--- src/exec_pkg.sv ---
package exec_pkg;

    localparam int XLEN = 64;
    localparam int WORD_W = 32;

    // Register index width fixed by the instruction format
    localparam int REG_IDX_W = 5;

    localparam int SHAMT_W = 6;
    localparam int WORD_SHAMT_W = 5;

    typedef enum logic [3:0] {
        ALU_ADD    = 4'd0,
        ALU_SUB    = 4'd1,
        ALU_SLL    = 4'd2,
        ALU_SLT    = 4'd3,
        ALU_SLTU   = 4'd4,
        ALU_XOR    = 4'd5,
        ALU_SRL    = 4'd6,
        ALU_SRA    = 4'd7,
        ALU_OR     = 4'd8,
        ALU_AND    = 4'd9,
        // Operand b straight through for LUI
        ALU_PASS_B = 4'd10
    } alu_op_e;

endpackage

--- src/reg_file.sv ---
`timescale 1ns/1ns

module reg_file #(
    parameter int REG_COUNT = 32
) (
    input  logic                           clk,
    input  logic                           arst_n,
    input  logic [exec_pkg::REG_IDX_W-1:0] rs1_idx,
    input  logic [exec_pkg::REG_IDX_W-1:0] rs2_idx,
    output logic [exec_pkg::XLEN-1:0]      rs1_data,
    output logic [exec_pkg::XLEN-1:0]      rs2_data,
    input  logic                           wr_en,
    input  logic [exec_pkg::REG_IDX_W-1:0] wr_idx,
    input  logic [exec_pkg::XLEN-1:0]      wr_data
);
    import exec_pkg::*;

    logic [XLEN-1:0] regs [REG_COUNT];

    always_ff @(posedge clk or negedge arst_n) begin
        if (!arst_n) begin
            for (int i = 0; i < REG_COUNT; i++) begin
                regs[i] <= '0;
            end
        end else if (wr_en && wr_idx != '0 && int'(wr_idx) < REG_COUNT) begin
            regs[wr_idx] <= wr_data;
        end
    end

    // x0 and out of range indices read as zero
    assign rs1_data = (rs1_idx != '0 && int'(rs1_idx) < REG_COUNT) ? regs[rs1_idx] : '0;
    assign rs2_data = (rs2_idx != '0 && int'(rs2_idx) < REG_COUNT) ? regs[rs2_idx] : '0;

endmodule

--- config.mk ---
export PLATFORM = sky130hd
export DESIGN_NAME = reg_file
export DESIGN_NICKNAME = d
export VERILOG_FILES = /design/src/exec_pkg.sv /design/src/reg_file.sv
export SDC_FILE = /design/constraint.sdc
export NUM_CORES = 2
export LEC_CHECK = 0
export ABC_AREA = 0
export BUFFER_PORTS_ARGS = -buffer_cell sky130_fd_sc_hd__buf_2
export CAP_MARGIN = 20
export CORE_UTILIZATION = 64
export CTS_CLUSTER_DIAMETER = 80
export DETAILED_ROUTE_END_ITERATION = 6
export PLACE_DENSITY = 0.81
export SYNTH_ARGS = -nofsm -noshare
export SYNTH_HDL_FRONTEND = slang
export SYNTH_SLANG_ARGS = --single-unit
--- constraint.sdc ---
create_clock -name clk -period 5.9 [get_ports clk]
set_clock_uncertainty 0.1 [all_clocks]
set_input_delay 1.77 -clock clk [delete_from_list [all_inputs] [get_ports clk]]
set_output_delay 1.77 -clock clk [all_outputs]
set_load 0.02 [all_outputs]
# Word-level counts from Yosys, hierarchy flattened
# Index checks and enable logic that the tools add are counted.
# word_totals
reg_bits	2048
elab_cells	55
# op_classes
bitwise	3
n_mux	11
reduce_logical	5
order_cmp	4
# op_table
cell	n
$bwmux 2048	1
$bmux 64 s5	2
$mux 64	7
$demux 64 s5	1
$ge 6x6->1 const B	3
$not 5->6	3
$reduce_bool 5->1	3
$lt 6x1->1 const B	1
$logic_and 1x1->1	2

# Logic depth before layout (Yosys ltp)
# logic_depth
depth_word	6
ltp_mapped	10
mapped_depth_nobuf	4

# Worst setup path after synthesis
# No wires, ideal clock.
# synth_timing
kind	input -> output
from	in rs1_idx[0] (netlist name)
to	out rs1_data[10] (netlist name)
path_buffers	6
slack_ns	0.385
arrival_time_ns	3.645
path_stages	9
cell_sequence	buf_2 -> buf_6 -> buf_6 -> buf_4 -> buf_2 -> buf_2 -> and2_1 -> a211oi_1 -> nor4_1
# synth_between
elab_chain_cells	5
word_cells_on_any_way	6
# synth_rtl
element	line	text
start, declared	reg_file.sv:8	input logic [exec_pkg::REG_IDX_W-1:0] rs1_idx,
$not 5->6 (implied by the code)	reg_file.sv:31	assign rs1_data = (rs1_idx != '0 && int'(rs1_idx) < REG_COUNT) ? regs[rs1_idx] : '0;
$bmux 64 s5	reg_file.sv:31	
$mux 64 (implied by the code) (2 in a row)	reg_file.sv:31	
$mux 64 (*)	reg_file.sv:31	
end, declared	reg_file.sv:10	output logic [exec_pkg::XLEN-1:0] rs1_data,
# Mark *: on every way between the ends. The rest lies on a longest branch, timed or not. The select of a mux whose other input is x is not followed.

# Worst setup path after layout
# layout_timing
from	in rs2_idx[0] (netlist name)
to	out rs2_data[46] (netlist name)
# layout_between
elab_chain_cells	5
word_cells_on_any_way	6
# layout_rtl
element	line	text
start, declared	reg_file.sv:9	input logic [exec_pkg::REG_IDX_W-1:0] rs2_idx,
$not 5->6 (implied by the code)	reg_file.sv:32	assign rs2_data = (rs2_idx != '0 && int'(rs2_idx) < REG_COUNT) ? regs[rs2_idx] : '0;
$bmux 64 s5	reg_file.sv:32	
$mux 64 (implied by the code) (2 in a row)	reg_file.sv:32	
$mux 64 (*)	reg_file.sv:32	
end, declared	reg_file.sv:11	output logic [exec_pkg::XLEN-1:0] rs2_data,
# Marked as above.

==> Implementation_results.wiki <==
{| class="wikitable"
! Metric !! Value
|-
| Outcome || finished, final reports clean
|-
| Post-Place Cell Area || around 0.11 sq mm
|-
| Wire length of the first global-routing pass || 485000 um
|-
| XOR/XNOR Fraction of Synth Area || 0
|-
| Proportion of synthesized chip area in sequential cells || 0.472
|-
| Sink count of the clock tree || 2047
|-
| FP Rows || 150
|-
| CTS H-Tree Depth || 4
|-
| Clock root buffer || sky130_fd_sc_hd__clkbuf_16
|-
| Number of buffers created by CTS || 213
|-
| Largest registers || regs (2047)
|-
| Total Nets Final || about 7000
|-
| Share of layout cells above drive strength 1 || 0.551
|-
| Die ar. || 0.171 sq mm
|-
| Final-layout fill cell count || roughly 10000
|-
| Final Cell Area || 0.121 sq mm
|-
| Warnings, synthesis || 0
|-
| Slew at the pin closest to its max-slew limit || 1.18 ns
|-
| Slowest CP cell || sky130_fd_sc_hd__a2111oi_1
|-
| Main combinational cell family by area after synthesis || multiplexers
|-
| DP Worst Slack || -0.180 ns
|-
| Insertion delay of the later-clocked pin in the worst-skew pair || 0.86 ns
|-
| Synthesized area divided by synthesized cell count || 15.5 sq um
|-
| Static power due to leakage || 53.6 nW
|-
| HPWL Detailed || 191000 um
|-
| Total grt overflow || 0
|-
| Count of final max-slew check failures || 0
|-
| GR met2 Demand/Resource || 0.593
|-
| Final wirelength || 326000 um
|-
| Commonest cells after routing, fill and taps aside || sky130_fd_sc_hd__dfrtp_1 (2047), sky130_fd_sc_hd__mux2_2 (2014), sky130_fd_sc_hd__mux4_2 (955)
|-
| Top-level I/O count || between 200 and 250
|-
| Max cap viols || 0
|-
| Clock slew at reported path FFs || 0.06 ns
|-
| Initial standard-cell utilization of the core || 0.646
|-
| Global routing met3 resource utilization || 0.0970
|-
| Detailed-routing iteration count for the pre-antenna-repair pass || 6
|-
| Core Area || 0.168 sq mm
|-
| Final worst-path setup slack || 0.0539 ns
|-
| Number of buffers on the longest clock path || 3
|-
| CTS tree || built
|-
| HP Class || register to register
|-
| Portion of the clock cycle consumed by the worst path in the final layout || 0.991
|-
| Count of unresolved DRC violations after routing || 0
|-
| Overall track demand over capacity in global routing || 0.390
|-
| Number of enable-type register cells in the synthesized netlist || 0
|-
| Count of cell types in the netlist || 57
|-
| Worst hold slack || 0.276 ns
|-
| FFs w/ async S/R, synth || 1.00
|-
| Fraction of the mapped netlist area in adder cells || 0
|-
| Post-CTS setup buffers || 0
|-
| Ys flop type || sky130_fd_sc_hd__dfrtp_1
|-
| Most common cell after layout, fill and taps aside || sky130_fd_sc_hd__dfrtp_1
|-
| Top reg by flops || regs
|-
| Number of violations reported at the end of detailed-routing iteration 0 || 8133
|-
| Total setup violations reported at the end of the flow || 0
|-
| Slew margin rel. || 0.213
|-
| Largest net degree at the start of global routing || ~120
|-
| Number of buffers added to fix hold violations after cts || 0
|-
| Total negative slack for setup checks || 0 ns
|-
| Setup repair after global routing missed its margin || true
|-
| Die Wd || 414 um
|-
| Signed area change from the synthesized netlist to the final layout || 11.5%
|-
| Routed WL per cell || 34.7 um
|-
| Critical path class || primary input to output port
|-
| Crit-path most repeated cell || sky130_fd_sc_hd__buf_12
|-
| Synthesized cell area || 0.108 sq mm
|-
| Hold violation count in the final report || 0
|-
| Gate Count Post-Synth || 6998
|-
| Fmax || about 170 MHz
|-
| Startpoint type of the worst setup path || primary input
|-
| Compound-gate portion of the synthesized area || 0.0225
|-
| Minimum clock period after layout || 5.85 ns
|-
| Number of flip-flops under the largest register name || between 2000 and 2500
|-
| Endpoint required time on the critical path || 4.03 ns
|-
| Portion of netlist area occupied by mux cells || 0.456
|-
| Arrival time reported for the critical path endpoint || 3.98 ns
|-
| P per Cell Area || 346 mW/mm^2
|-
| Cell breakdown of the critical path || buf_8 > buf_12 > buf_12 > buf_4 > mux4_2 > nor2_1 > a2111oi_1 > a221o_1 > buf_2
|-
| GR peak layer || met2
|-
| GP Congestion || roughly 0.89
|-
| Net count after synthesis || 7080
|-
| Endpoint class of the critical path || output port
|-
| Via count of the first global-routing pass || just over 70000
|-
| Reg2Reg Setup Slack || 4.96 ns
|-
| Worst ir drop on vdd || around 290 uV
|-
| Floorplan die height || 414 um
|-
| Antenna violations before repair || 27
|-
| Per-cell via count in the routed design || around 7.4
|-
| Number of buffer cells added on primary ports || 209
|-
| Number of antenna-violating nets in the routed design || 0
|-
| Critical Path Fanout Max || 11
|-
| Register bit count reported by yosys || 2047
|-
| Crit path largest cell delay || 0.58 ns
|-
| Vias || slightly below 70000
|-
| Simple-gate portion of the synthesized area || 0.0150
|-
| Grt met1 use || 0.519
|}
[area by class of cell]
class                   instances  area [sq um]  area share
repair buffers                578          5540      0.0458
well taps                    2204          2760      0.0228
inverters                       4          22.5    0.000186
clock inverters                69          1050     0.00866
flip-flops and latches       2047         51200       0.424
multi-input cells            4144         53900       0.446
diodes                         21          52.6    0.000435
clock buffers                 325          6390      0.0529
[final timing paths]
| path | endpoint | start | depth (start not counted) |
|---|---|---|---|
| worst max register to register | regs[912]$_DFFE_PN0P_ | regs[912]$_DFFE_PN0P_ | 1 |
| max in group asynchronous | regs[1305]$_DFFE_PN0P_ | arst_n | 3 |
| min in group asynchronous | regs[1864]$_DFFE_PN0P_ | arst_n | 1 |
| worst min-delay path | regs[2017]$_DFFE_PN0P_ | regs[2017]$_DFFE_PN0P_ | 0 |
| worst min register to register | regs[2017]$_DFFE_PN0P_ | regs[2017]$_DFFE_PN0P_ | 0 |
| worst max-delay path | rs2_data[46] | rs2_idx[0] | 9 |
[power by group]
group | switching (mW) | leakage, nW | internal [mW]
Combinational | 3.61 | 23.7 | 5.22
Sequential | 2.04 | 26.2 | 16.7
Clock | 5.88 | 3.66 | 8.39
Total | 11.5 | 53.6 | 30.3
[through the flow]
stage                     power [mW]   util  instances
after floorplan                 24.8      -       6998
after global placement          27.0  0.676       8977
after detailed placement        27.6  0.676       8977
after CTS                       41.8  0.720       9371
after global routing            43.3  0.720       9384
final                           41.9  0.721       9392
[cells by family after synthesis]
| family | after synthesis |
|---|---|
| buf+inv | 807 |
| simple gates | 295 |
| flops | 2047 |
| mux | 3498 |
| compound gates | 351 |
[synthesized netlist by cell type, drive strengths merged, types with 5 or more instances]
cell type	n	area, sq um
mux4	955	21500
nand2b	25	156
o211ai	5	37.5
a21oi	16	80.1
nand4	5	31.3
o22a	6	52.6
nor4	7	50.1
nand2	57	214
and2	11	68.8
nand3b	8	60.1
nor2	33	141
mux2	2030	22900
a221oi	12	105
a31o	7	61.3
o221ai	14	123
dfrtp	2047	51200
or2	84	526
a22o	17	149
buf	394	2100
clkbuf	409	1540
nand3	21	105
o22ai	187	1170
a211oi	6	45.0
o21ai	15	75.1
a22oi	39	293
nor2b	21	134
a2111o	6	67.6
mux2i	513	5130
nor3	14	70.1
[routing by layer]
metal	vias up	part of all wire
met5	-	0.00032
met4	18	0.062
met3	994	0.10
met2	4053	0.47
met1	37400	0.37
li1	27100	-
[timing repair]
item	CTS	global route
endpoints found under the setup margin	2	3
pin swaps	0	0
gates resized for setup	3	1
[critical path, delay by kind of cell]
kind                   cells  cell delay, ns
buffers and inverters      5            0.88
and+or+nand+nor            1            0.04
muxes                      1            0.35
AOI/OAI and AO/OA          2            0.91
Power figures use the tool's default switching activity.
