===== src/rv_isa_pkg.sv =====
package rv_isa_pkg;

    localparam int INST_W = 32;

    // Major opcodes in inst[6:0]
    typedef enum logic [6:0] {
        OP_LUI      = 7'b011_0111,
        OP_AUIPC    = 7'b001_0111,
        OP_JAL      = 7'b110_1111,
        OP_JALR     = 7'b110_0111,
        OP_BRANCH   = 7'b110_0011,
        OP_LOAD     = 7'b000_0011,
        OP_STORE    = 7'b010_0011,
        OP_OP_IMM   = 7'b001_0011,
        OP_OP       = 7'b011_0011,
        OP_IMM_32   = 7'b001_1011,
        OP_OP_32    = 7'b011_1011,
        OP_MISC_MEM = 7'b000_1111,
        OP_SYSTEM   = 7'b111_0011
    } opcode_e;

    // Arithmetic funct3 for OP, OP_IMM and the word classes
    typedef enum logic [2:0] {
        F3OP_ADD_SUB = 3'b000,
        F3OP_SLL     = 3'b001,
        F3OP_SLT     = 3'b010,
        F3OP_SLTU    = 3'b011,
        F3OP_XOR     = 3'b100,
        F3OP_SRX     = 3'b101,
        F3OP_OR      = 3'b110,
        F3OP_AND     = 3'b111
    } funct3_op_e;

    // Legal funct7 values; bit 5 selects sub and arithmetic shift
    localparam logic [6:0] F7_BASE = 7'b000_0000;
    localparam logic [6:0] F7_ALT  = 7'b010_0000;

    // Upper six bits of a 64-bit shift immediate
    localparam logic [5:0] F6_BASE = 6'b00_0000;
    localparam logic [5:0] F6_ALT  = 6'b01_0000;

endpackage


===== src/exec_pkg.sv =====
package exec_pkg;

    localparam int XLEN = 64;
    localparam int WORD_W = 32;

    // Register index width fixed by the instruction format
    localparam int REG_IDX_W = 5;

    localparam int SHAMT_W = 6;
    localparam int WORD_SHAMT_W = 5;

    typedef enum logic [3:0] {
        ALU_ADD    = 4'd0,
        ALU_SUB    = 4'd1,
        ALU_SLL    = 4'd2,
        ALU_SLT    = 4'd3,
        ALU_SLTU   = 4'd4,
        ALU_XOR    = 4'd5,
        ALU_SRL    = 4'd6,
        ALU_SRA    = 4'd7,
        ALU_OR     = 4'd8,
        ALU_AND    = 4'd9,
        // Operand b straight through for LUI
        ALU_PASS_B = 4'd10
    } alu_op_e;

endpackage


===== src/rv_decoder.sv =====
`timescale 1ns/1ns

module rv_decoder #(
    parameter int REG_COUNT = 32
) (
    input  logic [rv_isa_pkg::INST_W-1:0]   inst,
    output logic [exec_pkg::REG_IDX_W-1:0]  rs1_idx,
    output logic [exec_pkg::REG_IDX_W-1:0]  rs2_idx,
    output logic [exec_pkg::REG_IDX_W-1:0]  rd_idx,
    output logic [exec_pkg::XLEN-1:0]       imm,
    output logic                            use_imm,
    output logic                            word_op,
    output exec_pkg::alu_op_e               alu_op,
    output logic                            illegal_inst
);
    import rv_isa_pkg::*;
    import exec_pkg::*;

    opcode_e          opcode;
    funct3_op_e       funct3;
    logic [6:0]       funct7;
    logic [XLEN-1:0]  imm_i;
    logic [XLEN-1:0]  imm_u;
    logic             f7_ok;
    logic             bad_enc;
    logic             uses_rs2;
    logic             idx_bad;

    function automatic alu_op_e map_op(input funct3_op_e f3, input logic alt);
        case (f3)
            F3OP_ADD_SUB: map_op = alt ? ALU_SUB : ALU_ADD;
            F3OP_SLL:     map_op = ALU_SLL;
            F3OP_SLT:     map_op = ALU_SLT;
            F3OP_SLTU:    map_op = ALU_SLTU;
            F3OP_XOR:     map_op = ALU_XOR;
            F3OP_SRX:     map_op = alt ? ALU_SRA : ALU_SRL;
            F3OP_OR:      map_op = ALU_OR;
            default:      map_op = ALU_AND;
        endcase
    endfunction

    assign opcode = opcode_e'(inst[6:0]);
    assign funct3 = funct3_op_e'(inst[14:12]);
    assign funct7 = inst[31:25];
    assign imm_i  = {{(XLEN-12){inst[31]}}, inst[31:20]};
    assign imm_u  = {{(XLEN-32){inst[31]}}, inst[31:12], 12'b0};

    // Alt form only for sub and the arithmetic right shifts
    assign f7_ok = (funct7 == F7_BASE) ||
                   (funct7 == F7_ALT && (funct3 == F3OP_ADD_SUB || funct3 == F3OP_SRX));

    always_comb begin
        rs1_idx  = inst[19:15];
        rs2_idx  = inst[24:20];
        rd_idx   = inst[11:7];
        imm      = imm_i;
        use_imm  = 1'b1;
        word_op  = 1'b0;
        uses_rs2 = 1'b0;
        bad_enc  = 1'b0;
        alu_op   = ALU_ADD;
        case (opcode)
            OP_LUI: begin
                rs1_idx = '0;
                imm     = imm_u;
                alu_op  = ALU_PASS_B;
            end
            OP_OP_IMM: begin
                alu_op = map_op(funct3, funct3 == F3OP_SRX && inst[30]);
                if (funct3 == F3OP_SLL) begin
                    bad_enc = inst[31:26] != F6_BASE;
                end else if (funct3 == F3OP_SRX) begin
                    bad_enc = inst[31:26] != F6_BASE && inst[31:26] != F6_ALT;
                end
            end
            OP_IMM_32: begin
                word_op = 1'b1;
                alu_op  = map_op(funct3, funct3 == F3OP_SRX && inst[30]);
                if (funct3 == F3OP_SLL || funct3 == F3OP_SRX) begin
                    bad_enc = !f7_ok;
                end else begin
                    bad_enc = funct3 != F3OP_ADD_SUB;
                end
            end
            OP_OP, OP_OP_32: begin
                use_imm  = 1'b0;
                uses_rs2 = 1'b1;
                word_op  = opcode == OP_OP_32;
                alu_op   = map_op(funct3, funct7 == F7_ALT);
                bad_enc  = !f7_ok;
                if (opcode == OP_OP_32 && funct3 != F3OP_ADD_SUB &&
                    funct3 != F3OP_SLL && funct3 != F3OP_SRX) begin
                    bad_enc = 1'b1;
                end
            end
            default: bad_enc = 1'b1;
        endcase
    end

    // Only matters for the reduced register file
    assign idx_bad = int'(rd_idx) >= REG_COUNT || int'(rs1_idx) >= REG_COUNT ||
                     (uses_rs2 && int'(rs2_idx) >= REG_COUNT);

    assign illegal_inst = bad_enc || idx_bad;

endmodule


===== config.mk =====
export PLATFORM = sky130hd
export DESIGN_NAME = rv_decoder
export DESIGN_NICKNAME = d
export VERILOG_FILES = /design/src/rv_isa_pkg.sv /design/src/exec_pkg.sv /design/src/rv_decoder.sv
export SDC_FILE = /design/constraint.sdc
export NUM_CORES = 1
export LEC_CHECK = 0
export BUFFER_PORTS_ARGS = -buffer_cell sky130_fd_sc_hd__buf_2
export CORE_UTILIZATION = 35
export DETAILED_ROUTE_END_ITERATION = 8
export PLACE_DENSITY = 0.9
export SETUP_SLACK_MARGIN = 0.15
export SLEW_MARGIN = 20
export SYNTH_ARGS = -nofsm -noshare
export SYNTH_HDL_FRONTEND = slang
export SYNTH_SLANG_ARGS = --single-unit

===== constraint.sdc =====
create_clock -name vclk -period 1.85
set_input_delay 0.185 -clock vclk [all_inputs]
set_output_delay 0.185 -clock vclk [all_outputs]
set_load 0.005 [all_outputs]

# Yosys cells after proc, flatten, opt, wreduce, memory -nomap -nowiden
# Index checks and enable logic that the tools add are counted.
# W data, S select, Z words.
[totals]
regBits = 0
output_inout_bits = 86
[op_classes]
n_eq_ne = 15
n_mux = 16
n_reduce_logical = 16
[op_table]
columns = ["op", "n"]
rows = [
  ["$pmux W4 S7", 2],
  ["$mux W31", 1],
  ["$eq A7 B6 Y1 const B", 4],
  ["$eq A7 B5 Y1 const B", 2],
  ["$pmux W4 S3", 1],
  ["$eq A3 B3 Y1 const B", 3],
  ["$mux W1", 9],
  ["$logic_not A7 Y1", 1],
  ["$eq A3 B2 Y1 const B", 2],
  ["$logic_and A1 B1 Y1", 6],
  ["$ne A6 B5 Y1 const B", 1],
  ["$reduce_bool A6 Y1", 1],
  ["$mux W5", 1],
  ["$pmux W1 S4", 1],
  ["$reduce_or A2 Y1", 2],
  ["$eq A3 B1 Y1 const B", 1],
  ["$logic_not A3 Y1", 1],
  ["$logic_or A1 B1 Y1", 3],
  ["$ne A3 B1 Y1 const B", 1],
  ["$ne A3 B3 Y1 const B", 1],
  ["$reduce_bool A3 Y1", 1],
  ["$pmux W1 S2", 1],
  ["$logic_not A1 Y1", 1],
]

# Depth between registers and ports, before layout
[logic_depth]
ltp_word = 7
depth_mapped = 5
depth_no_buf = 4

# Worst setup path before layout
# No wires, ideal clock.
[synth_timing]
path_kind = "input-to-output"
from = "in inst[31] (netlist bit)"
to = "out alu_op[0]"
arrival_time_ns = 1.202
t_required_ns = 1.665
setup_slack_ns = 0.463
cell_stages = 4
n_path_buf = 0
path_cell_list = "or4_4 > o41ai_2 > nand2_1 > a21oi_1"
[synth_between]
elab_chain_len = 4
[synth_rtl]
columns = ["item", "line", "source"]
rows = [
  ["from (decl)", "rv_decoder.sv:6", "input logic [rv_isa_pkg::INST_W-1:0] inst,"],
  ["$eq A7 B6 Y1 (*)", "rv_decoder.sv:89", "alu_op = map_op(funct3, funct7 == F7_ALT);"],
  ["$mux W1", "rv_decoder.sv:31, rv_decoder.sv:36", ""],
  ["$pmux W4 S7 (*)", "rv_decoder.sv:30", "case (f3)"],
  ["$pmux W4 S3 (*)", "rv_decoder.sv:62", "case (opcode)"],
  ["to (decl)", "rv_decoder.sv:13", "output exec_pkg::alu_op_e alu_op,"],
]
# Every way passes the cells marked *; elsewhere a longest branch is shown, timed or not.

# Worst setup path after layout
# Same ends and word-level chain as after synthesis.

==> key figures <==
Status
  – Run status: completed

Detailed routing
  – Drt drc: 0
  – Vias: 994
  – First DRT Iteration DRCs: 5
  – Post-DR vias/cell: 4.71
  – Detailed Routing Iterations Pass 1: 3
  – Wire length per cell: 10.9 microns
  – Post-route antenna net violation count: 0
  – WL final: 2.30 mm

Die
  – Core Box Area: 2250 sq um
  – # IOs: 118
  – DIE AREA: 2660 sq um
  – Rows: 17
  – Die H: 51.6 microns
  – Die X: 51.6 microns
  – Initial core utilization: 38.1%

Finish
  – Final Cell Area: 1120 sq um
  – Final Net Count: 217
  – Seq Cell Count: 0
  – Layout clock buffers: 0
  – Finished Core Util: 49.7%
  – Antenna cell count: 0
  – Share of layout cells above drive strength 1: 65.6%
  – Non-filler cells, final: 211
  – Area Growth Syn to Fin: 30.4%
  – Storage element area: 0 sq um

Critical path
  – CP arrival: 1.48 ns
  – CP endpoint kind: primary output
  – Critical path startpoint category: primary input
  – CP Max Fanout: 3
  – CP required: 1.66 ns
  – Crit Path Category: primary input to primary output

STA
  – Max Freq: 0.601 GHz
  – Relative slew slack: 69.2%
  – Final Cycle Share: 89.9%
  – Crit path time final: 1.66 ns
  – Sum Neg Setup Slack: 0 ns
  – Final Hold Vio Count: 0
  – Final hold slack: 0.370 ns
  – Actual slew at the worst max-slew pin: 0.461 ns
  – # setup viols final: 0
  – RSZ-0062 raised after global routing: yes
  – Final slew viol count: 0

Placed design
  – Placed cell count: 211
  – Hpwl dp: 1.80 mm
  – Gpl congestion: 0.765
  – Count of input and output buffers: 108
  – Placement Cell Area: 1100 sq um

Yosys
  – Syn Std Cell Area: 860 sq um
  – Most frequent cells after synthesis: buf_4, a21o_1, nor2b_1, nand2_1
  – Syn nets: 156
  – Netlist cell types: 30
  – Most frequent cell after synthesis: buf_4
  – Synth area leaders: buf_4, a21o_1, nor2b_1
  – Cells after Synth: 124
  – Yosys top cell area share: 37.6%
  – Syn Area/Cell: 6.93 sq um
  – Seq/Total Area, Yosys: 0%
  – YS warnings: 0
  – Area leader, netlist: buf_4

Clocking
  – Setup bufs post-CTS: 0

Global routing
  – First-pass GRT wire length: 3.37 mm
  – Initial antenna violation count: 0
  – Largest net degree at the start of global routing: 34
  – Grt ovf: 0
  – Total Routing Usage GR: 15.8%
  – Vias in the first global route: 748

Worst hold path
  – Min-Delay Endpoint: rd_idx[2]
  – Min-Delay Path Depth: 0
  – Hold Path Class: primary input to primary output
  – Worst Min Path Start: inst[9]

Pwr
  – P per Cell Area: 197 nW/um^2
  – Worst vdd ir: 91.7 uV
  – Leak: 0.720 nW

Run
  – Max-cap violations: 0
==> placed cells by master (no fill, tap or decap), types with 2 or more instances in the layout <==
cell type and n:
a21o_1 19, a21oi_1 2, buf_2 108, buf_4 2
mux2_2 2, nand2_1 5, nor2_1 4, nor2b_1 18
o21ai_0 2
==> layer usage <==
layer	vias to the layer above	track usage, %	part of all wire, %
li1	497	-	-
met1	432	18.5	40
met2	63	32.3	50
met3	2	0.292	10
met4	0	1.35	0.22
met5	-	0	0
==> layout make-up <==
cell class                      count  area (sq um)
Timing Repair Buffer              111           567
Fill cell                         236          1130
Inverter                            1          3.75
Multi-Input combinational cell     71           515
Tap cell                           28          35.0
==> cells by family after synthesis <==
family                    after synthesis  synth area share (%)
AOI/OAI and AO/OA                      31                  27.5
muxes                                   3                  3.78
buffers and inverters                  53                  42.5
xor gates and xnor gates                1                  1.02
and+or+nand+nor                        36                  25.2
==> worst max-delay path, cell delays in order <==
cell     delay [ns]
buf_2          0.12
or4_4          0.57
o41ai_2        0.29
nand2_1        0.08
a21oi_1        0.12
buf_2          0.13
==> worst max path at each step <==
stage                        start           end  slack (ns)  depth (start not counted)
final                     inst[31]     alu_op[0]        0.19                          6
after global routing      inst[31]  illegal_inst        0.11                          6
after CTS                 inst[31]  illegal_inst        0.16                          6
after detailed placement  inst[31]  illegal_inst        0.18                          6
after global placement    inst[31]  illegal_inst        0.19                          6
after floorplan           inst[31]     alu_op[0]        0.46                          4
==> stage by stage <==
| stage | setup WS (ns) | total power, mW |
|---|---|---|
| 3_3_place_gp | 0.191 | 0.217 |
| 3_5_place_dp | 0.178 | 0.220 |
| 6_report | 0.187 | 0.221 |
| 2_1_floorplan | 0.463 | 0.153 |
| 4_1_cts | 0.157 | 0.221 |
| 5_1_grt | 0.113 | 0.248 |
==> power breakdown <==
part / switching [mW] / leakage [nW] / internal, mW
sequential: 0 / 0 / 0
clock: 0 / 0 / 0
combinational: 0.106 / 0.720 / 0.115
total: 0.106 / 0.720 / 0.115
==> timing repair <==
item                                   4_1_cts  5_1_grt
resized for setup                            0        4
endpoints found under the hold margin        0        0
hold buffers                                 0        0
setup endpoints to repair                    0       23
Note: power is estimated with default switching activity, not from simulation.
